File: src/dcachePkg.sv
`default_nettype none

package dcachePkg;

  // pipeline and bus widths
  localparam int XLen = 64;
  localparam int AddrWidth = 32;
  localparam int LineWords = 4;
  localparam int OffsetWidth = 5;

  // index bits match 64 sets, so the tag width follows from NumSets
  localparam int IndexWidth = 6;
  localparam int TagWidth = AddrWidth - IndexWidth - OffsetWidth;

  typedef logic [XLen-1:0] wordT;
  typedef logic [LineWords*XLen-1:0] lineT;
  typedef logic [7:0] maskT;

  // address split as seen by the tag and data arrays
  typedef struct packed {
    logic [TagWidth-1:0] tag;
    logic [IndexWidth-1:0] index;
    logic [OffsetWidth-1:0] offset;
  } cacheAddrFieldsT;

  // same request address, flat or split
  typedef union packed {
    logic [AddrWidth-1:0] raw;
    cacheAddrFieldsT fields;
  } cacheAddrT;

endpackage

`default_nettype wire
File: src/refillBuffer.sv
`default_nettype none

module refillBuffer
  import dcachePkg::*;
(
  input  logic clk,
  input  logic rst_n,
  input  logic clearBuf_i,
  input  logic beatEn_i,
  input  wordT rdData_i,
  output lineT refillLine_o
);

  logic [$clog2(LineWords)-1:0] beatCntQ;
  lineT                         lineQ;

  always_ff @(posedge clk or negedge rst_n) begin
    if (!rst_n) begin
      beatCntQ <= '0;
    end else if (clearBuf_i) begin
      beatCntQ <= '0;
    end else if (beatEn_i) begin
      beatCntQ <= beatCntQ + 1'b1;
    end
  end

  // beat 0 fills the low word
  always_ff @(posedge clk) begin
    if (beatEn_i) begin
      lineQ[beatCntQ*XLen +: XLen] <= rdData_i;
    end
  end

  assign refillLine_o = lineQ;

endmodule

`default_nettype wire

File: config.mk
export PLATFORM = sky130hd
export DESIGN_NAME = refillBuffer
export DESIGN_NICKNAME = d
export VERILOG_FILES = /design/src/dcachePkg.sv /design/src/refillBuffer.sv
export SDC_FILE = /design/constraint.sdc
export NUM_CORES = 1
export LEC_CHECK = 0
export ABC_CLOCK_PERIOD_IN_PS = 3400
export BUFFER_PORTS_ARGS = -buffer_cell sky130_fd_sc_hd__buf_2
export CORE_MARGIN = 8
export CORE_UTILIZATION = 29
export CTS_BUF_LIST = sky130_fd_sc_hd__clkbuf_8
export CTS_CLUSTER_DIAMETER = 120
export CTS_CLUSTER_SIZE = 28
export DETAILED_ROUTE_END_ITERATION = 12
export GPL_TIMING_DRIVEN = 0
export PLACE_DENSITY = 0.5
export REMOVE_ABC_BUFFERS = 1
export SLEW_MARGIN = 0
export SYNTH_ARGS = -nofsm -noshare
export SYNTH_HDL_FRONTEND = slang
export SYNTH_SLANG_ARGS = --single-unit
File: constraint.sdc
create_clock -name clk -period 3.4 [get_ports clk]
set_input_delay 0.34 -clock clk [delete_from_list [all_inputs] [get_ports clk]]
set_output_delay 0.34 -clock clk [all_outputs]
set_load 0.05 [all_outputs]
Word-level counts from Yosys, hierarchy flattened --
Cells that the tools add are included.
Cells by class: multiplexer cells 3, shift-type cells 2, reductions and logical operators 1, add/sub/neg operators 2
Operators with widths (count):
- 256-bit bitwise mux | 1
- 64-bit by 34-bit variable shift with 256-bit output (first input constant) | 1
- 64-bit by 34-bit indexed part select with 256-bit output | 1
- 8-bit negator with 34-bit output | 1
- 2-bit 2-to-1 mux | 2
- 2-bit by 1-bit adder with 2-bit output (second input constant) | 1
- 2-bit nonzero test | 1
Storage, ports and cells: input bits 68, logic and storage cells 10, bits in registers 258

Longest topological paths before layout --
depth in word-level cells 3, depth in mapped cells 6, gate-level depth less buffers 4

Least setup slack after synthesis --
OpenSTA, ideal clock, no wires.
path kind register to register, from register, netlist name beatCntQ[0], to register lineQ[0] (netlist: refillLine_o[0]), enable pin, slack 0.589 ns, library setup time 0.429 ns, period minus slack after synthesis 2.811 ns, cell stages (with the launch flop) 4, arrival 2.382 ns, buffers on the path 0, path through dfrtp_1 > inv_1 > ha_1 > and2_1
RTL lines:
- end signal, assigned by index | line refillBuffer.sv:30 | lineQ[beatCntQ*XLen +: XLen] <= rdData_i;
- end, declared | line refillBuffer.sv:15 | lineT lineQ;

Worst setup path after layout --
from register beatCntQ[0], to register lineQ[136] (netlist: refillLine_o[136]) (data pin)
On the way: cells in the longest elaborated chain, start to end 3
RTL lines:
- start, declared | line refillBuffer.sv:14 | logic [$clog2(LineWords)-1:0] beatCntQ;
- start signal, assigned | line refillBuffer.sv:23 | beatCntQ <= beatCntQ + 1'b1;
- 8-bit negator with 34-bit output * | line refillBuffer.sv:30
- 64-bit by 34-bit indexed part select with 256-bit output or 64-bit by 34-bit variable shift with 256-bit output (tied branches) | line refillBuffer.sv:30
- 256-bit bitwise mux * | line refillBuffer.sv:30
Mark *: on every way between the ends. The rest lies on a longest branch, timed or not. A chain may end at the register's enable or synchronous reset.

==> results_dict.tcl <==
set metrics [dict create \
    status "finished, final reports clean" \
    dieArea_sq_mm 0.03979 \
    p_per_area_mw_per_mm2 503.3 \
    antenna_found_initial 1 \
    h-tree-depth 1 \
    ctsResizeCount 0 \
    async_flop_share 0.007752 \
    avgViaCountPerCell 4.366 \
    ys_seq_elements 258 \
    crit_top_cell "buf_6" \
    worstSetupPathType "flop to flop" \
    fin_cells 1335 \
    crit_family "simple AND/OR/NAND/NOR gates" \
    slowest_stage "nor4b_4" \
    nets 961 \
    power_leakage_nw 4.944 \
    worstMarginPinSlew_ns 0.9024 \
    fin_area_sq_mm 0.01221 \
    clkTransAtPathRegs_ns 0.16 \
    cts_root_buf "clkbuf_8" \
    crit_chain "inv_1, ha_1, nor4b_4, buf_6, buf_6, and2_1" \
    worstPathRequired_ns 3.81 \
    final_antenna_net_count 0 \
    hold_viol 0 \
    dp_hpwl_mm 19.48 \
    die_h_um 199.5 \
    wire_per_inst_um 20.96 \
    cts.sink_count 258 \
    use_met3 0.03739 \
    cts-buffers-inserted 13 \
    num_vias 5829 \
    critPathMaxFanout 15 \
    synthFlopType "edfxtp_1" \
    synthCells 576 \
    slew_violations 0 \
    overflow 0 \
    die_w_um 199.5 \
    post-place-cells 1319 \
    grt.busiest_layer "met2" \
    grt_pass1_wl_mm 38.98 \
    period_needed_ns 2.640 \
    synth_cell_types 18 \
    post_cts_buffers 0 \
    boundaryPins 324 \
    hp-class "input port to flop" \
    place_ws_ns 0.6904 \
    setup-violations-final 0 \
    cts.path.max_buffers 3 \
    grtUsageMet1 0.1591 \
    netlist_top_cells_count "edfxtp_1, and2_1, and3_1" \
    yosysWarningCount 0 \
    drt_iter0_markers 249 \
    multiInputGateArea_sq_mm 0.001824 \
    grt_pass1_vias 5850 \
    vdd_ir_drop_max_uv 348.7 \
    drive_gt1_frac 0.4036 \
    cp_num_buf_inv 3 \
    synth_top_area_frac 0.7875 \
    tritoncts "yes" \
    place_area_sq_mm 0.01199 \
    netlist_area_sq_mm 0.009762 \
    n_antenna_cell 0 \
    critical_path.max_stage_delay_ns 0.65 \
    fill_cells 3263 \
    synth.area.top_cells "edfxtp_1, and2_1, and3_1, buf_6, ha_1" \
    seq_area_frac_synth 0.7926 \
    io_buffers 323 \
    max-cap-violations 0 \
    clk_latency_ns 0.53 \
    start_util 0.2926 \
    track_usage 0.1306 \
    place_congestion 0.7201 \
    utilization 0.3661 \
    rsz0062_at_grt "no" \
    area_growth_syn_to_layout_pct 25.12 \
    max_freq_mhz 378.8 \
    clock_skew_ns 0.03537 \
    worst_slack_ns 0.7599 \
    drc 0 \
    synth_top_area_cell "edfxtp_1" \
    critPathCaptureType "flop" \
    first_pass_iters 5 \
    register_area_sq_mm 0.007737 \
    critPathLaunchType "flop" \
    synth.most_common_cell "edfxtp_1" \
    rows 67 \
    drt_wl_total_mm 27.99 \
    syn_avg_cell_area_sq_um 16.95 \
    synth_edf_count 256 \
    core_sq_mm 0.03336 \
    total_power_w 0.006147 \
    relSlewSlack 0.3984 \
    finalCritPeriodShare 0.7765 \
    grt_max_degree 65 \
    crit_arrival_ns 3.05 \
    gr-usage-met2 0.2229 \
]
[routing by layer]
metal	part of all wire	vias to the layer above
li1	-	2707
met1	0.41	2892
met2	0.49	198
met3	0.078	30
met4	0.027	2
met5	0.00046	-
[flip-flops by register name, indices dropped and copies added (netlist names)]
name          count
refillLine_o    256
beatCntQ          2
[metrics by stage]
step	hold slack [ns]	setup TNS (ns)
final	0.1092	0
after global routing	0.06358	0
after CTS	0.04814	0
after detailed placement	0.1290	0
after global placement	0.1256	-763.16
after floorplan	0.04441	-85.01
[layout make-up]
| type | count | share of cell area |
|---|---|---|
| Inverter | 2 | 0.0006146 |
| Sequential cell | 258 | 0.6335 |
| Timing Repair Buffer | 337 | 0.1536 |
| Tap cell | 448 | 0.04589 |
| Multi-Input combinational cell | 276 | 0.1494 |
| Clock inverter | 1 | 0.002459 |
| Clock buffer | 13 | 0.01465 |
[path summary, 6_finish.rpt]
path	slack, ns	cells after the start	endpoint	from
min in group asynchronous	0.14	2	beatCntQ[1]	rst_n
max reg2reg	0.76	6	refillLine_o[136]	beatCntQ[0]
max in group asynchronous	3.17	2	beatCntQ[0]	rst_n
min reg2reg	0.60	2	beatCntQ[1]	beatCntQ[1]
min	0.11	2	refillLine_o[133]	rdData_i[5]
max	0.76	6	refillLine_o[136]	beatCntQ[0]
[report_power, final]
group | internal, W | switching (W) | total, W
clock | 0.000371 | 0.000921 | 0.00129
sequential | 0.00366 | 0.0000420 | 0.00371
combinational | 0.000248 | 0.000901 | 0.00115
[cell families (layout without fill, tap and decap cells)]
kind of cell	Yosys count	count (layout)	synth area share
muxes	1	1	0.001025
adders and majority gates	5	5	0.006409
and+or+nand+nor	269	269	0.1748
xor gates and xnor gates	1	1	0.0008974
DFF	258	258	0.7926
buffers and inverters	42	353	0.02422
[layout by cell type, fill, tap and decap left out]
master / synthesis / final
inv_1: 2 / 2
and2_1: 131 / 127
edfxtp_1: 256 / 256
and2_4: 0 / 4
buf_8: 0 / 1
and3b_1: 4 / 4
buf_2: 7 / 323
and4bb_4: 0 / 1
ha_1: 5 / 5
dlygate4sd3_1: 0 / 2
nor2b_1: 3 / 1
nor2_1: 4 / 3
buf_6: 6 / 3
clkinv_16: 0 / 1
buf_16: 0 / 4
nor2b_4: 0 / 2
clkbuf_8: 0 / 13
mux2i_1: 1 / 1
nor2_4: 0 / 1
nor4b_4: 1 / 1
dfrtp_1: 2 / 2
and3_1: 125 / 125
xnor2_1: 1 / 1
buf_12: 0 / 4
[what timing repair did]
item / in CTS / in global routing
hold endpoints to repair: 4 / 0
hold buffers: 2 / 0
setup endpoints to repair: 0 / 0
Note: power is estimated with default switching activity, not from simulation.
