**src/dcachePkg.sv**
```systemverilog
`default_nettype none

package dcachePkg;

  // pipeline and bus widths
  localparam int XLen = 64;
  localparam int AddrWidth = 32;
  localparam int LineWords = 4;
  localparam int OffsetWidth = 5;

  // index bits match 64 sets, so the tag width follows from NumSets
  localparam int IndexWidth = 6;
  localparam int TagWidth = AddrWidth - IndexWidth - OffsetWidth;

  typedef logic [XLen-1:0] wordT;
  typedef logic [LineWords*XLen-1:0] lineT;
  typedef logic [7:0] maskT;

  // address split as seen by the tag and data arrays
  typedef struct packed {
    logic [TagWidth-1:0] tag;
    logic [IndexWidth-1:0] index;
    logic [OffsetWidth-1:0] offset;
  } cacheAddrFieldsT;

  // same request address, flat or split
  typedef union packed {
    logic [AddrWidth-1:0] raw;
    cacheAddrFieldsT fields;
  } cacheAddrT;

endpackage

`default_nettype wire
```
**src/cacheCtrl.sv**
```systemverilog
`default_nettype none

module cacheCtrl
  import dcachePkg::*;
(
  input  logic                 clk,
  input  logic                 rst_n,
  // pipeline request
  input  logic                 reqValid_i,
  input  cacheAddrT            reqAddr_i,
  input  logic                 reqWrite_i,
  input  wordT                 wrData_i,
  input  maskT                 wrMask_i,
  // tag store status
  input  logic                 hit_i,
  input  logic                 victimDirty_i,
  input  logic [TagWidth-1:0]  victimTag_i,
  // memory handshakes
  input  logic                 wrReady_i,
  input  logic                 memReady_i,
  input  logic                 dataValid_i,
  input  logic                 rdLast_i,
  output logic                 reqReady_o,
  output logic                 rspValid_o,
  output cacheAddrT            lookup_o,
  output logic                 storeEn_o,
  output wordT                 storeData_o,
  output maskT                 storeMask_o,
  output logic                 refillEn_o,
  output logic                 clearBuf_o,
  output logic                 beatEn_o,
  output logic                 wrValid_o,
  output logic [AddrWidth-1:0] wrAddr_o,
  output logic                 rdValid_o,
  output logic [AddrWidth-1:0] rdAddr_o
);

  localparam logic [2:0] Idle      = 3'd0;
  localparam logic [2:0] Compare   = 3'd1;
  localparam logic [2:0] WriteBack = 3'd2;
  localparam logic [2:0] Fetch     = 3'd3;
  localparam logic [2:0] Refill    = 3'd4;
  localparam logic [2:0] Replace   = 3'd5;

  logic [2:0] stateQ;
  logic [2:0] stateD;
  cacheAddrT  reqAddrQ;
  logic       reqWriteQ;
  wordT       storeDataQ;
  maskT       storeMaskQ;
  logic       accept;
  logic       hitNow;

  assign hitNow = (stateQ == Compare) && hit_i;

  // new request can enter from idle or behind a hit
  assign reqReady_o = (stateQ == Idle) || hitNow;
  assign accept = reqValid_i && reqReady_o;

  always_ff @(posedge clk or negedge rst_n) begin
    if (!rst_n) begin
      stateQ <= Idle;
    end else begin
      stateQ <= stateD;
    end
  end

  always_comb begin
    stateD = stateQ;
    case (stateQ)
      Idle: begin
        if (reqValid_i) begin
          stateD = Compare;
        end
      end
      Compare: begin
        if (hit_i) begin
          stateD = reqValid_i ? Compare : Idle;
        end else if (victimDirty_i) begin
          stateD = WriteBack;
        end else begin
          stateD = Fetch;
        end
      end
      WriteBack: begin
        if (wrReady_i) begin
          stateD = Fetch;
        end
      end
      Fetch: begin
        if (memReady_i) begin
          stateD = Refill;
        end
      end
      Refill: begin
        if (dataValid_i && rdLast_i) begin
          stateD = Replace;
        end
      end
      // line and tag are written here, request retried in compare
      Replace: stateD = Compare;
      default: stateD = Idle;
    endcase
  end

  always_ff @(posedge clk or negedge rst_n) begin
    if (!rst_n) begin
      reqAddrQ <= '0;
      reqWriteQ <= 1'b0;
    end else if (accept) begin
      reqAddrQ <= reqAddr_i;
      reqWriteQ <= reqWrite_i;
    end
  end

  // store data and mask moved to their byte lane at acceptance
  always_ff @(posedge clk) begin
    if (accept) begin
      storeDataQ <= wrData_i << {reqAddr_i.raw[2:0], 3'b000};
      storeMaskQ <= wrMask_i << reqAddr_i.raw[2:0];
    end
  end

  assign lookup_o = reqAddrQ;
  assign storeData_o = storeDataQ;
  assign storeMask_o = storeMaskQ;

  assign rspValid_o = hitNow;
  assign storeEn_o = hitNow && reqWriteQ;
  assign refillEn_o = (stateQ == Replace);

  // beat counter restarts on every way into fetch
  assign clearBuf_o = ((stateQ == Compare) && !hit_i && !victimDirty_i) ||
                      ((stateQ == WriteBack) && wrReady_i);
  assign beatEn_o = (stateQ == Refill) && dataValid_i;

  assign wrValid_o = (stateQ == WriteBack);
  assign rdValid_o = (stateQ == Fetch);

  // line-aligned victim and refill addresses
  assign wrAddr_o = {victimTag_i, reqAddrQ.fields.index, {OffsetWidth{1'b0}}};
  assign rdAddr_o = {reqAddrQ.fields.tag, reqAddrQ.fields.index, {OffsetWidth{1'b0}}};

endmodule

`default_nettype wire

```
**config.mk**
```make
export PLATFORM = sky130hd
export DESIGN_NAME = cacheCtrl
export DESIGN_NICKNAME = d
export VERILOG_FILES = /design/src/dcachePkg.sv /design/src/cacheCtrl.sv
export SDC_FILE = /design/constraint.sdc
export NUM_CORES = 1
export LEC_CHECK = 0
export ABC_AREA = 1
export CAP_MARGIN = 20
export CORE_MARGIN = 4
export CORE_UTILIZATION = 50
export DETAILED_ROUTE_END_ITERATION = 12
export DONT_BUFFER_PORTS = 1
export GPL_ROUTABILITY_DRIVEN = 0
export SYNTH_ARGS = -nofsm -noshare
export SYNTH_HDL_FRONTEND = slang
export SYNTH_SLANG_ARGS = --single-unit
```
**constraint.sdc**
```tcl
create_clock -name clk -period 3.9 [get_ports clk]
set_clock_uncertainty 0.15 [all_clocks]
set_input_delay 0.78 -clock clk [delete_from_list [all_inputs] [get_ports clk]]
set_output_delay 0.78 -clock clk [all_outputs]
set_load 0.05 [all_outputs]
```
Word level (Yosys, flattened, before mapping)
Cells that the tools add are included.
- input port bits: 135
- register bits after elaboration: 108
- output and inout port bits: 176
- word-level logic and storage cells: 38
- muxes and demuxes: 8
- equal/unequal tests: 9
- shift operators: 2
- reduce and logical (&&, ||, !) cells: 14
- operators with widths (cell ; number):
    $shl 64x6->64 ; 1
    $pmux 3 s6 ; 1
    $mux 3 ; 4
    $logic_and 1x1->1 ; 8
    $ne 2x2->1 const B ; 4
    $shl 8x3->8 ; 1
    $eq 3x2->1 const B ; 2
    $eq 3x3->1 const B ; 2
    $reduce_and 4->1 ; 1
    $eq 3x1->1 const B ; 1
    $logic_not 3->1 ; 1
    $logic_not 1->1 ; 2
    $logic_or 1x1->1 ; 2
    $mux 1 ; 2
    $mux 2 ; 1

Depth between registers and ports, before layout
Gate-level depths: netlist (run 1).
- depth in word-level cells: 4
- gate-level depth with buffers: 9
- depth with buffers taken out: 8

Worst setup path after synthesis (run 1)
OpenSTA, ideal clock, no wires.
- kind: input -> register
- start: input reqValid_i
- end: register storeDataQ[0], in the netlist storeData_o[0] (enable)
- buffers on the path: 2
- required time: 3.324 ns
- slack: 0.745 ns
- arrival time: 2.579 ns
- cell stages on the path: 4
- library setup time: 0.426 ns
- cells stage by stage: buf_2 -> nand2_4 -> buf_6 -> inv_1
- longest elaborated chain between the ends: 1
- RTL lines (element ; RTL line ; RTL):
    start: declaration ; cacheCtrl.sv:9 ; input logic reqValid_i,
    $logic_and 1x1->1 ; cacheCtrl.sv:58 ; assign accept = reqValid_i && reqReady_o;
    named net accept ; cacheCtrl.sv:51 ; logic accept;
    end signal: assignment ; cacheCtrl.sv:119 ; storeDataQ <= wrData_i << {reqAddr_i.raw[2:0], 3'b000};
    end: declaration ; cacheCtrl.sv:49 ; wordT storeDataQ;
The timed path passes the listed nets, and every way through them passes these cells.
A chain may end at the register's enable or synchronous reset.

Worst setup path in the final report (run 1)
- start: register stateQ[2]
- end: register storeDataQ[34], in the netlist storeData_o[34] (enable)
- longest elaborated chain between the ends: 4
- elaborated cells on any way between the ends: 5
- those cells by class: eq/ne (1); reduce/logical (4)
- RTL lines (element ; RTL line ; RTL):
    start: declaration ; cacheCtrl.sv:45 ; logic [2:0] stateQ;
    start signal: assignment ; cacheCtrl.sv:62 ; stateQ <= Idle;
    start signal: assignment ; cacheCtrl.sv:64 ; stateQ <= stateD;
    $eq 3x1->1 ; cacheCtrl.sv:54 ; assign hitNow = (stateQ == Compare) && hit_i;
    $logic_and 1x1->1 ; cacheCtrl.sv:54 ;
    $logic_or 1x1->1 (*) ; cacheCtrl.sv:57 ; assign reqReady_o = (stateQ == Idle) || hitNow;
    named net reqReady_o ; cacheCtrl.sv:23 ; output logic reqReady_o,
    $logic_and 1x1->1 (*) ; cacheCtrl.sv:58 ;
    named net accept ; cacheCtrl.sv:51 ;
Mark *: on every way through the listed nets, which the timed path passes. The rest lies on a longest branch.

==> key figures, run 1 <==
Status
  • Status: finished clean

Timing
  • Slew @ Worst Pin: 0.9723 ns
  • Setup TNS: 0 ns
  • Unrepaired setup endpoints after global routing: no
  • Tcrit/Tclk final: 0.7786
  • Maximum clock frequency: 329.3 MHz
  • Slew Limit Headroom: 0.3518
  • Crit path time final: 3.037 ns
  • Final Hold Viols: 0
  • Final Setup Violations: 0
  • Max-slew violations: 0

Yosys
  • Unique masters post-synth: 24
  • Number of synthesized flops with an enable pin: 72
  • Synth area leader: edfxtp_1
  • Register area share after synthesis: 0.4866
  • Synth warn: 0
  • Mapped cell area: 6295 um2
  • Top_reg_cell synth: edfxtp_1
  • Share of the synthesized area in the top cell type: 0.3435
  • Synthesized instance count: 800
  • Yosys reg bits: 108
  • Ys async rst share: 0.3333
  • Synth Area per Inst: 7.868 um2
  • Synth top area cells: edfxtp_1 34%, nand2_1 18%, dfrtp_1 14%

Floorplan
  • Total die area: 14450 um2
  • CORE AREA: 12160 um2
  • Die X-Extent: 120.2 um
  • Initial Utilization: 0.5176
  • Cell Rows: 40
  • Die height: 120.2 um
  • Number of top-level pins: 311

Clocking
  • Setup bufs post-CTS: 0
  • H-tree Lvls: 3
  • Worst-Skew Late Latency: 0.34 ns
  • Root buffer cell: clkbuf_16
  • CTS Sinks: 108
  • Max Buffers Root-to-Sink: 2
  • CTS Buf Count: 9
  • Clock transition at the registers of the reported paths: 0.07 ns
  • CTS tree: done

Place
  • PortBufs: 0
  • DP HPWL: 11820 um

Min path
  • Min-delay worst type: primary input to async pin

Critical path
  • Critical Path AT: 2.91 ns
  • Crit path cell chain: inv_2 > nand2_1 > nor2_1 > nand2_2 > nand2_4 > nand2_4 > inv_2 > buf_12
  • Critical path required time: 3.78 ns
  • Worst path slowest cell: inv_2
  • CP endpoint kind: flop
  • CP startpoint: stateQ[2]$_DFFE_PN0P_
  • R2R depth: 8
  • Crit-path max cell delay: 0.62 ns
  • Peak fanout along the critical path: 41
  • Crit start category: flop
  • Critical path class: flop to flop
  • R2r startpoint: stateQ[2]$_DFFE_PN0P_

Power and ir drop
  • Clk pwr share: 0.170
  • Sequential share of power: 0.588
  • Int Pwr: 2527 uW
  • Pwr per Cell Area: 914.0 nW/um2
  • VDD IR max: 0.3396 mV
  • Switching Fraction: 0.5570
  • NetSw: 3177 uW
  • Gate power share: 0.242
  • Pleak: 0.002827 uW

Route
  • Vias per inst: 5.625
  • Antenna viol nets, final: 0
  • Total Wirelength: 16650 um
  • Number of vias in the routed layout: 5023
  • DRC violation count after routing: 0
  • TritonRoute pass-1 iters: 5
  • WL per Instance: 18.64 um
  • DRT iter0 DRCs: 482

Layout
  • Syn-to-layout area delta: -0.8546%
  • Nets: 854
  • Fill cell count: 1193
  • Layout cell share with drive strength beyond 1: 0.07459
  • Fin util: 0.5132
  • Sequential cell area: 3063 um2
  • Multi-input logic area: 2444 um2

Global routing
  • Initial antenna violation count: 1
  • Grt ovf: 0
  • GR peak layer: met2
  • Vias in the first global route: 4740
  • Global Route Usage Sum: 0.2273
  • Met2 Use GR: 0.3836
  • GR Layer Usage met1: 0.2593
  • First-pass GRT wire length: 25900 um
  • Largest net degree at the start of global routing: 70
  • Met3 Track Usage GR: 0.08372

Job
  • Max_cap viols: 0
through the flow:
step / power, uW / worst slack (ns) / hold slack, ns / cells / cell area (um2)
3_5_place_dp: 4766 / 0.8483 / 0.3166 / 875 / 5902
2_1_floorplan: 4789 / 0.7449 / 0.2919 / 809 / 6329
4_1_cts: 5756 / 0.8447 / 0.1043 / 892 / 6238
5_1_grt: 5973 / 0.5937 / 0.1186 / 893 / 6241
6_report: 5704 / 0.8635 / 0.1174 / 893 / 6241
3_3_place_gp: 4732 / 0.8966 / 0.3124 / 875 / 5902
layout make-up:
class,count,area share
Clock buffer,11,0.03729
Sequential cell,108,0.4908
Multi-Input combinational cell,567,0.3915
Inverter,18,0.01083
Clock inverter,5,0.01343
Timing Repair Buffer,15,0.02205
Tap cell,168,0.03368
Antenna cell,1,0.0004010
cells in the mapped netlist (all sizes together) (7+ instances only):
library cell,n
buf,97
dfrtp,36
o21ai,44
edfxtp,72
nand2,300
inv,17
nand3,133
o22ai,7
nor2,49
clkbuf,19
or2,19
what timing repair did:
| item | CTS | global route |
|---|---|---|
| endpoints found under the hold margin | 36 | 0 |
| hold buffers | 1 | 0 |
| resized for setup | 0 | 0 |
worst max-delay path: cells and delay by family (launching register included):
family	cells	cell delay, ns
flip-flops	1	0.43
buffers and inverters	3	1.04
AND/OR/NAND/NOR	5	1.06
flip-flops by register name (all words and copies together), names as in the netlist:
register,flops
storeData_o,64
lookup_o,32
storeMask_o,8
stateQ,3
reqWriteQ,1
path summary, 6_finish.rpt:
path	endpoint	slack (ns)
min	lookup_o[27]$_DFFE_PN0P_	0.12
max in group asynchronous	lookup_o[5]$_DFFE_PN0P_	3.30
min reg2reg	reqWriteQ$_DFFE_PN0P_	0.33
max	storeData_o[34]$_DFFE_PP_	0.86
min in group clk	reqWriteQ$_DFFE_PN0P_	0.33
max reg2reg	storeData_o[34]$_DFFE_PP_	0.86
metal layers:
layer / vias to the layer above / share of wire
met5: - / 0
met4: 0 / 0.029
met3: 40 / 0.11
met2: 276 / 0.49
met1: 2326 / 0.37
li1: 2381 / -
power by group through the flow:
stage          Combinational (uW)  Clock (uW)  Sequential, uW
2_1_floorplan                1760           0            3030
3_3_place_gp                 1350           0            3390
3_5_place_dp                 1380           0            3390
4_1_cts                      1390         997            3370
5_1_grt                      1530        1040            3400
6_report                     1380         971            3360
logic make-up (layout without fill, tap and decap cells):
| logic type | count (synthesis) | after routing | synth area share |
|---|---|---|---|
| flip-flops | 108 | 108 | 0.4866 |
| AND/OR/NAND/NOR | 505 | 505 | 0.3391 |
| buffers and inverters | 134 | 49 | 0.1306 |
| AO/OA/AOI/OAI | 52 | 52 | 0.04313 |
| other | 1 | 11 | 0.0005957 |
placed cells by master, fill, tap and decap left out, drive strengths merged:
master and n:
or2 19, nor3 2, nor2 49, bufinv 2
o22ai 7, inv 18, o211ai 1, clkbuf 11
clkinvlp 2, buf 15, edfxtp 72, clkinv 1
nand3 133, and2 2, conb 10, diode 1
dfrtp 36, o21ai 44, nand2 300
No activity file was read; power rests on OpenSTA's default activity.
==> inputs of run 2 (changes only) <==
- ABC_AREA: 1 -> 0
- PLACE_DENSITY: not set -> 0.68
- clock period: 3.9 -> 2.46 ns (I/O delays scaled with it)
==> run 2 against run 1 <==
Compared with the run above:
- clock power increased by 41%
- die area decreased by 0.30%
- non-clock buffer count grew 12
- sequential power up 64%
- critical path depth is 4 lower
- first-iteration DRC count decreased by 65%
==> key figures, run 2 <==
Floorplan
  • Initial Utilization: 0.5159 (was 0.5176)
  • Number of top-level pins: 311 (unchanged)
  • Die height: 120.0 um (was 120.2 um)
  • Total die area: 14410 um2 (was 14450 um2)
  • Die X-Extent: 120.0 um (was 120.2 um)
  • CORE AREA: 12160 um2 (unchanged)
  • Cell Rows: 40 (unchanged)

Yosys
  • Main combinational cell family by area after synthesis: multiplexers (was simple AND/OR/NAND/NOR gates)
  • Count leader, synth: buf_4 (was nand2_1)
  • Synth Area per Inst: 13.47 um2 (was 7.868 um2)
  • Synth top cells by count: 76 x buf_4, 73 x mux2i_1, 72 x edfxtp_1 (was 297 x nand2_1, 133 x nand3_1, 72 x edfxtp_1)
  • Number of synthesized flops with an enable pin: 72 (unchanged)
  • Mux contribution to synthesized area: 0.2887 (was 0)
  • Synth Area in Adders: 0 (unchanged)
  • Synth warn: 0 (unchanged)
  • Post-Synth XOR/XNOR Area: 0 (unchanged)
  • Ys async rst share: 0.3333 (unchanged)
  • Compound-cell area share of the yosys netlist: 0.05085 (was 0.04313)
  • Share of the synthesized area in the top cell type: 0.3446 (was 0.3435)
  • Mapped cell area: 6275 um2 (was 6295 um2)
  • Yosys reg bits: 108 (unchanged)
  • Register area share after synthesis: 0.4881 (was 0.4866)
  • Synth top area cells: edfxtp_1 34%, dfrtp_1 14%, mux2i_1 12% (was edfxtp_1 34%, nand2_1 18%, dfrtp_1 14%)
  • Unique masters post-synth: 34 (was 24)
  • Synthesized instance count: 466 (was 800)
  • Synth area leader: edfxtp_1 (unchanged)
  • Simple-Gate Fraction of Synth Area: 0.05763 (was 0.3391)
  • Top_reg_cell synth: edfxtp_1 (unchanged)

Layout
  • Nets: 550 (was 854)
  • Syn-to-layout area delta: 1.854% (was -0.8546%)
  • Final Non-Filler Cells: 588 (was 893)
  • Layout cell share with drive strength beyond 1: 0.2976 (was 0.07459)
  • Commonest non-fill, non-tap cell in the layout: mux2i_1 (was nand2_1)
  • Most frequent cells in the layout: 73 x mux2i_1, 72 x edfxtp_1, 58 x mux2_2, 36 x dfrtp_1, 22 x nor2b_1 (was 297 x nand2_1, 133 x nand3_1, 72 x edfxtp_1, 49 x nor2_1, 42 x o21ai_0)
  • Multi-input logic area: 2561 um2 (was 2444 um2)
  • Fill cell count: 1019 (was 1193)
  • Antenna cells: 0 (was 1)
  • Fin util: 0.5255 (was 0.5132)
  • Sequential cell area: 3063 um2 (unchanged)
  • Largest register FFs: 64 (unchanged)

Clocking
  • Worst-Skew Late Latency: 0.33 ns (was 0.34 ns)
  • Clock transition at the registers of the reported paths: 0.07 ns (about the same)
  • Max Buffers Root-to-Sink: 2 (unchanged)
  • CTS tree: done (unchanged)
  • H-tree Lvls: 3 (unchanged)
  • CTS Sinks: 108 (unchanged)
  • Root buffer cell: clkbuf_16 (unchanged)
  • CTS Buf Count: 9 (unchanged)

Critical path
  • R2R setup slack: 0.42 ns (was 0.86 ns)
  • Crit-path max cell delay: 0.51 ns (was 0.62 ns)
  • CP Buf/Inv Count: 2 (was 3)
  • Crit start category: flop (unchanged)
  • R2r startpoint: stateQ[2]$_DFFE_PN0P_ (unchanged)
  • Crit path cell chain: inv_1 > nor4b_4 > and2_1 > buf_12 (was inv_2 > nand2_1 > nor2_1 > nand2_2 > nand2_4 > nand2_4 > inv_2 > buf_12)
  • R2R depth: 5 (was 8)
  • Worst setup path endpoint: storeEn_o (was storeData_o[34]$_DFFE_PP_)
  • Critical Path AT: 1.69 ns (was 2.91 ns)
  • Critical path required time: 1.82 ns (was 3.78 ns)
  • Critical path class: flop to output port (was flop to flop)
  • Worst path slowest cell: dfrtp_1 (was inv_2)
  • Delay-heaviest family, CP: flip-flops (was simple AND/OR/NAND/NOR gates)
  • R2R Path End: lookup_o[16]$_DFFE_PN0P_ (was storeData_o[34]$_DFFE_PP_)
  • Peak fanout along the critical path: 9 (was 41)
  • Worst path depth: 4 (was 8)
  • CP endpoint kind: output port (was flop)
  • CP startpoint: stateQ[0]$_DFFE_PN0P_ (was stateQ[2]$_DFFE_PN0P_)

Route
  • DRC violation count after routing: 0 (unchanged)
  • Antenna viol nets, final: 0 (unchanged)
  • Total Wirelength: 14390 um (was 16650 um)
  • Vias per inst: 6.022 (was 5.625)
  • TritonRoute pass-1 iters: 4 (was 5)
  • WL per Instance: 24.47 um (was 18.64 um)
  • Number of vias in the routed layout: 3541 (was 5023)
  • DRT iter0 DRCs: 169 (was 482)

Timing
  • Crit path time final: 2.332 ns
  • Maximum clock frequency: 428.9 MHz
  • Unrepaired setup endpoints after global routing: no (unchanged)
  • Final Hold Viols: 0 (unchanged)
  • Tcrit/Tclk final: 0.9478
  • Slew @ Worst Pin: 1.105 ns (was 0.9723 ns)
  • Slew Limit Headroom: 0.2617 (was 0.3518)
  • Max-slew violations: 0 (unchanged)
  • Final Setup Violations: 0 (unchanged)
  • PnR worst setup slack: 0.1284 ns (was 0.8635 ns)

Place
  • PortBufs: 0 (unchanged)
  • DP HPWL: 10470 um (was 11820 um)
  • Pre-CTS WS: 0.3968 ns (was 0.8483 ns)
  • Placed insts: 570 (was 875)

Global routing
  • Met2 Use GR: 0.3484 (was 0.3836)
  • Grt ovf: 0 (unchanged)
  • GR peak layer: met2 (unchanged)
  • GR Layer Usage met1: 0.2181 (was 0.2593)
  • Initial antenna violation count: 0 (was 1)
  • Global Route Usage Sum: 0.1924 (was 0.2273)
  • Largest net degree at the start of global routing: 87 (was 70)
  • Vias in the first global route: 3771 (was 4740)
  • First-pass GRT wire length: 21780 um (was 25900 um)
  • Met3 Track Usage GR: 0.06645 (was 0.08372)

Power and ir drop
  • Pleak: 0.002462 uW (was 0.002827 uW)
  • Pwr per Cell Area: 1399 nW/um2 (was 914.0 nW/um2)
  • VDD IR max: 0.4077 mV (was 0.3396 mV)

Status
  • Status: finished clean (unchanged)

Min path
  • Min-delay worst type: primary input to flop (was primary input to async pin)

Job
  • Max_cap viols: 0 (unchanged)
==> run 2: how the worst min path moves through the flow <==
stage | startpoint | to | slack (ns) | cells after the start
after floorplan | rst_n | lookup_o[0]$_DFFE_PN0P_ | 0.05 | 0
final | memReady_i | stateQ[2]$_DFFE_PN0P_ | 0.13 | 1
after global routing | memReady_i | stateQ[2]$_DFFE_PN0P_ | 0.13 | 1
after CTS | memReady_i | stateQ[2]$_DFFE_PN0P_ | 0.11 | 1
after detailed placement | rst_n | lookup_o[10]$_DFFE_PN0P_ | 0.05 | 0
after global placement | rst_n | lookup_o[24]$_DFFE_PN0P_ | 0.05 | 0
==> run 2: power by group <==
part / leakage [uW] / switching (uW) / total [uW] / internal [uW]
combinational: 0.00121 / 1240 / 2060 / 826
sequential: 0.00111 / 2900 / 5510 / 2600
clock: 0.000140 / 673 / 1370 / 696
==> run 2: logic make-up (layout without fill, tap and decap cells) <==
kind of cell | Yosys count | count (layout)
DFF | 108 | 108
buffers and inverters | 101 | 46
muxes | 151 | 151
AOI/OAI and AO/OA | 43 | 43
other | 1 | 10
and+or+nand+nor | 62 | 62
==> run 2: final cells by class <==
class | count | share of cell area
multi-input cells | 266 | 0.4007
clock inverters | 7 | 0.007831
flip-flops and latches | 108 | 0.4792
clock buffers | 9 | 0.03524
inverters | 3 | 0.002153
repair buffers | 27 | 0.04190
well taps | 168 | 0.03289
==> run 2: what timing repair did <==
| action | 4_1_cts | 5_1_grt |
|---|---|---|
| setup buffers | 0 | 0 |
| endpoints found under the setup margin | 0 | 1 |
| hold buffers | 2 | 0 |
| hold endpoints to repair | 36 | 0 |
| gates resized for setup | 0 | 1 |
==> run 2: stage by stage <==
stage | total power, uW | hold WS [ns] | instance area [um2] | TNS (ns)
finish | 8939 | 0.1286 | 6391 | 0
global route | 9283 | 0.1269 | 6391 | 0
CTS | 9031 | 0.1126 | 6390 | 0
detailed placement | 7637 | 0.04734 | 6085 | 0
global placement | 7581 | 0.04720 | 6085 | 0
floorplan | 7570 | 0.04641 | 6331 | -0.1334
==> run 2: per-layer routing <==
metal / part of all wire / wire length (um)
met1: 0.37 / 5335
met2: 0.53 / 7685
met3: 0.087 / 1255
met4: 0.0078 / 112
met5: 0 / 0
==> inputs of run 3 (changes only) <==
- PLACE_DENSITY: 0.68 -> 0.69
==> run 3 against run 2 <==
Compared with the run above:
- die area unchanged
- sequential share of layout area down 0.066 points
- cell count down 0.34%
- combinational power about the same
- non-clock buffer count down 2
- maximum frequency up 1.0%
- critical endpoint unchanged
- largest power group unchanged
==> key figures, run 3 (same netlist as run 2, synthesis figures left out) <==
Clocking
  • Max Buffers Root-to-Sink: 2 (unchanged)
  • Root buffer cell: clkbuf_16 (unchanged)
  • Clock transition at the registers of the reported paths: 0.07 ns (about the same)
  • H-tree Lvls: 3 (unchanged)
  • CTS Buf Count: 9 (unchanged)
  • CTS Sinks: 108 (unchanged)
  • Setup bufs post-CTS: 0 (unchanged)
  • Worst-Skew Late Latency: 0.33 ns (about the same)
  • CTS tree: done (unchanged)

Power and ir drop
  • Pwr per Cell Area: 1399 nW/um2 (about the same)
  • VDD IR max: 0.4244 mV (was 0.4077 mV)
  • Pleak: 0.002452 uW (was 0.002462 uW)
  • Total Power: 8952 uW (was 8939 uW)

Job
  • Max_cap viols: 0 (unchanged)

Global routing
  • Vias in the first global route: 3632 (was 3771)
  • Global Route Usage Sum: 0.1945 (was 0.1924)
  • First-pass GRT wire length: 21590 um (was 21780 um)
  • Grt ovf: 0 (unchanged)
  • GR Layer Usage met1: 0.2165 (was 0.2181)
  • Largest net degree at the start of global routing: 87 (unchanged)
  • Initial antenna violation count: 0 (unchanged)
  • Met2 Use GR: 0.3379 (was 0.3484)
  • Met3 Track Usage GR: 0.07776 (was 0.06645)
  • GR peak layer: met2 (unchanged)

Layout
  • Layout cell share with drive strength beyond 1: 0.2943 (was 0.2976)
  • Nets: 548 (was 550)
  • Fill cell count: 1042 (was 1019)
  • Antenna cells: 0 (unchanged)
  • Most frequent cells in the layout: 73 x mux2i_1, 72 x edfxtp_1, 58 x mux2_2, 36 x dfrtp_1, 22 x nor2b_1 (unchanged)
  • Syn-to-layout area delta: 1.994% (was 1.854%)
  • Commonest non-fill, non-tap cell in the layout: mux2i_1 (unchanged)
  • Fin util: 0.5262 (was 0.5255)
  • Largest register FFs: 64 (unchanged)

Route
  • DRC violation count after routing: 0 (unchanged)
  • Antenna viol nets, final: 0 (unchanged)
  • Number of vias in the routed layout: 3504 (was 3541)
  • DRT iter0 DRCs: 244 (was 169)
  • WL per Instance: 24.67 um (was 24.47 um)
  • TritonRoute pass-1 iters: 4 (unchanged)
  • Total Wirelength: 14460 um (was 14390 um)
  • Vias per inst: 5.980 (was 6.022)

Critical path
  • R2R depth: 5 (unchanged)
  • CP Buf/Inv Count: 2 (unchanged)
  • Critical Path AT: 1.67 ns (was 1.69 ns)
  • CP endpoint kind: output port (unchanged)
  • Peak fanout along the critical path: 9 (unchanged)
  • Worst path slowest cell: dfrtp_1 (unchanged)
  • Delay-heaviest family, CP: flip-flops (unchanged)
  • Critical path class: flop to output port (unchanged)
  • Crit start category: flop (unchanged)
  • Crit-path max cell delay: 0.50 ns (was 0.51 ns)
  • Crit path cell chain: inv_1 > nor4b_4 > and2_1 > buf_12 (unchanged)
  • Worst path depth: 4 (unchanged)
  • Critical path required time: 1.82 ns (about the same)

Timing
  • Crit path time final: 2.308 ns (was 2.332 ns)
  • Tcrit/Tclk final: 0.9380 (was 0.9478)
  • Hold slack: 0.1378 ns (was 0.1286 ns)
  • Final Hold Viols: 0 (unchanged)
  • Unrepaired setup endpoints after global routing: no (unchanged)
  • PnR worst setup slack: 0.1524 ns (was 0.1284 ns)
  • Maximum clock frequency: 433.4 MHz (was 428.9 MHz)
  • Slew @ Worst Pin: 1.062 ns (was 1.105 ns)
  • Max-slew violations: 0 (unchanged)
  • Final Setup Violations: 0 (unchanged)
  • Slew Limit Headroom: 0.2904 (was 0.2617)

Floorplan
  • CORE AREA: 12160 um2 (unchanged)
  • Die height: 120.0 um (unchanged)
  • Total die area: 14410 um2 (unchanged)
  • Cell Rows: 40 (unchanged)
  • Die X-Extent: 120.0 um (unchanged)
  • Number of top-level pins: 311 (unchanged)
  • Initial Utilization: 0.5159 (unchanged)

Status
  • Status: finished clean (unchanged)

Place
  • PortBufs: 0 (unchanged)
  • Pre-CTS WS: 0.4248 ns (was 0.3968 ns)
  • DP HPWL: 10440 um (was 10470 um)

Min path
  • Min-delay worst type: primary input to flop (unchanged)
  • Hold path depth: 1 (unchanged)
==> run 3: worst paths after layout <==
path                                    startpoint                  endpoint  slack [ns]
setup / recovery             stateQ[0]$_DFFE_PN0P_                 storeEn_o        0.15
hold / removal                          memReady_i     stateQ[2]$_DFFE_PN0P_        0.14
setup reg to reg             stateQ[2]$_DFFE_PN0P_  lookup_o[18]$_DFFE_PN0P_        0.50
hold reg to reg            lookup_o[6]$_DFFE_PN0P_   lookup_o[6]$_DFFE_PN0P_        0.36
max in group asynchronous                    rst_n     stateQ[0]$_DFFE_PN0P_        1.49
min in group asynchronous                    rst_n   lookup_o[3]$_DFFE_PN0P_        0.49
==> run 3: repair_timing <==
item	in CTS	in global routing
hold buffers	2	0
resized for setup	0	1
hold endpoints to repair	36	0
endpoints found under the setup margin	0	1
==> run 3: report_power, final <==
part	internal [uW]	switching, uW
combinational	835	1200
clock	723	658
sequential	2600	2930
total	4160	4790
==> run 3: layer usage <==
metal	vias to the layer above	wire length, um
li1	1556	-
met1	1732	5152
met2	192	7623
met3	24	1439
met4	0	242
met5	-	0
==> run 3: worst reg2reg max path: cells and delay by family, from the launching register on <==
kind                   cells  cell delay, ns
multiplexers               1            0.36
flip-flops                 1            0.54
buffers and inverters      2            0.44
AND/OR/NAND/NOR            2            0.35
==> run 3: final cells by class <==
type | instances | area, um2 | share of cell area
Sequential cell | 108 | 3063 | 0.4786
Multi-Input combinational cell | 266 | 2561 | 0.4002
Timing Repair Buffer | 25 | 265.3 | 0.04145
Clock buffer | 10 | 239.0 | 0.03734
Tap cell | 168 | 210.2 | 0.03284
Clock inverter | 6 | 47.55 | 0.007429
Inverter | 3 | 13.76 | 0.002151
==> run 3: metrics by stage <==
| stage | std cells | setup TNS [ns] | instance area [um2] |
|---|---|---|---|
| CTS | 586 | 0 | 6399 |
| global route | 586 | 0 | 6400 |
| global placement | 568 | 0 | 6082 |
| finish | 586 | 0 | 6400 |
| detailed placement | 568 | 0 | 6082 |
| floorplan | 475 | -0.1334 | 6331 |
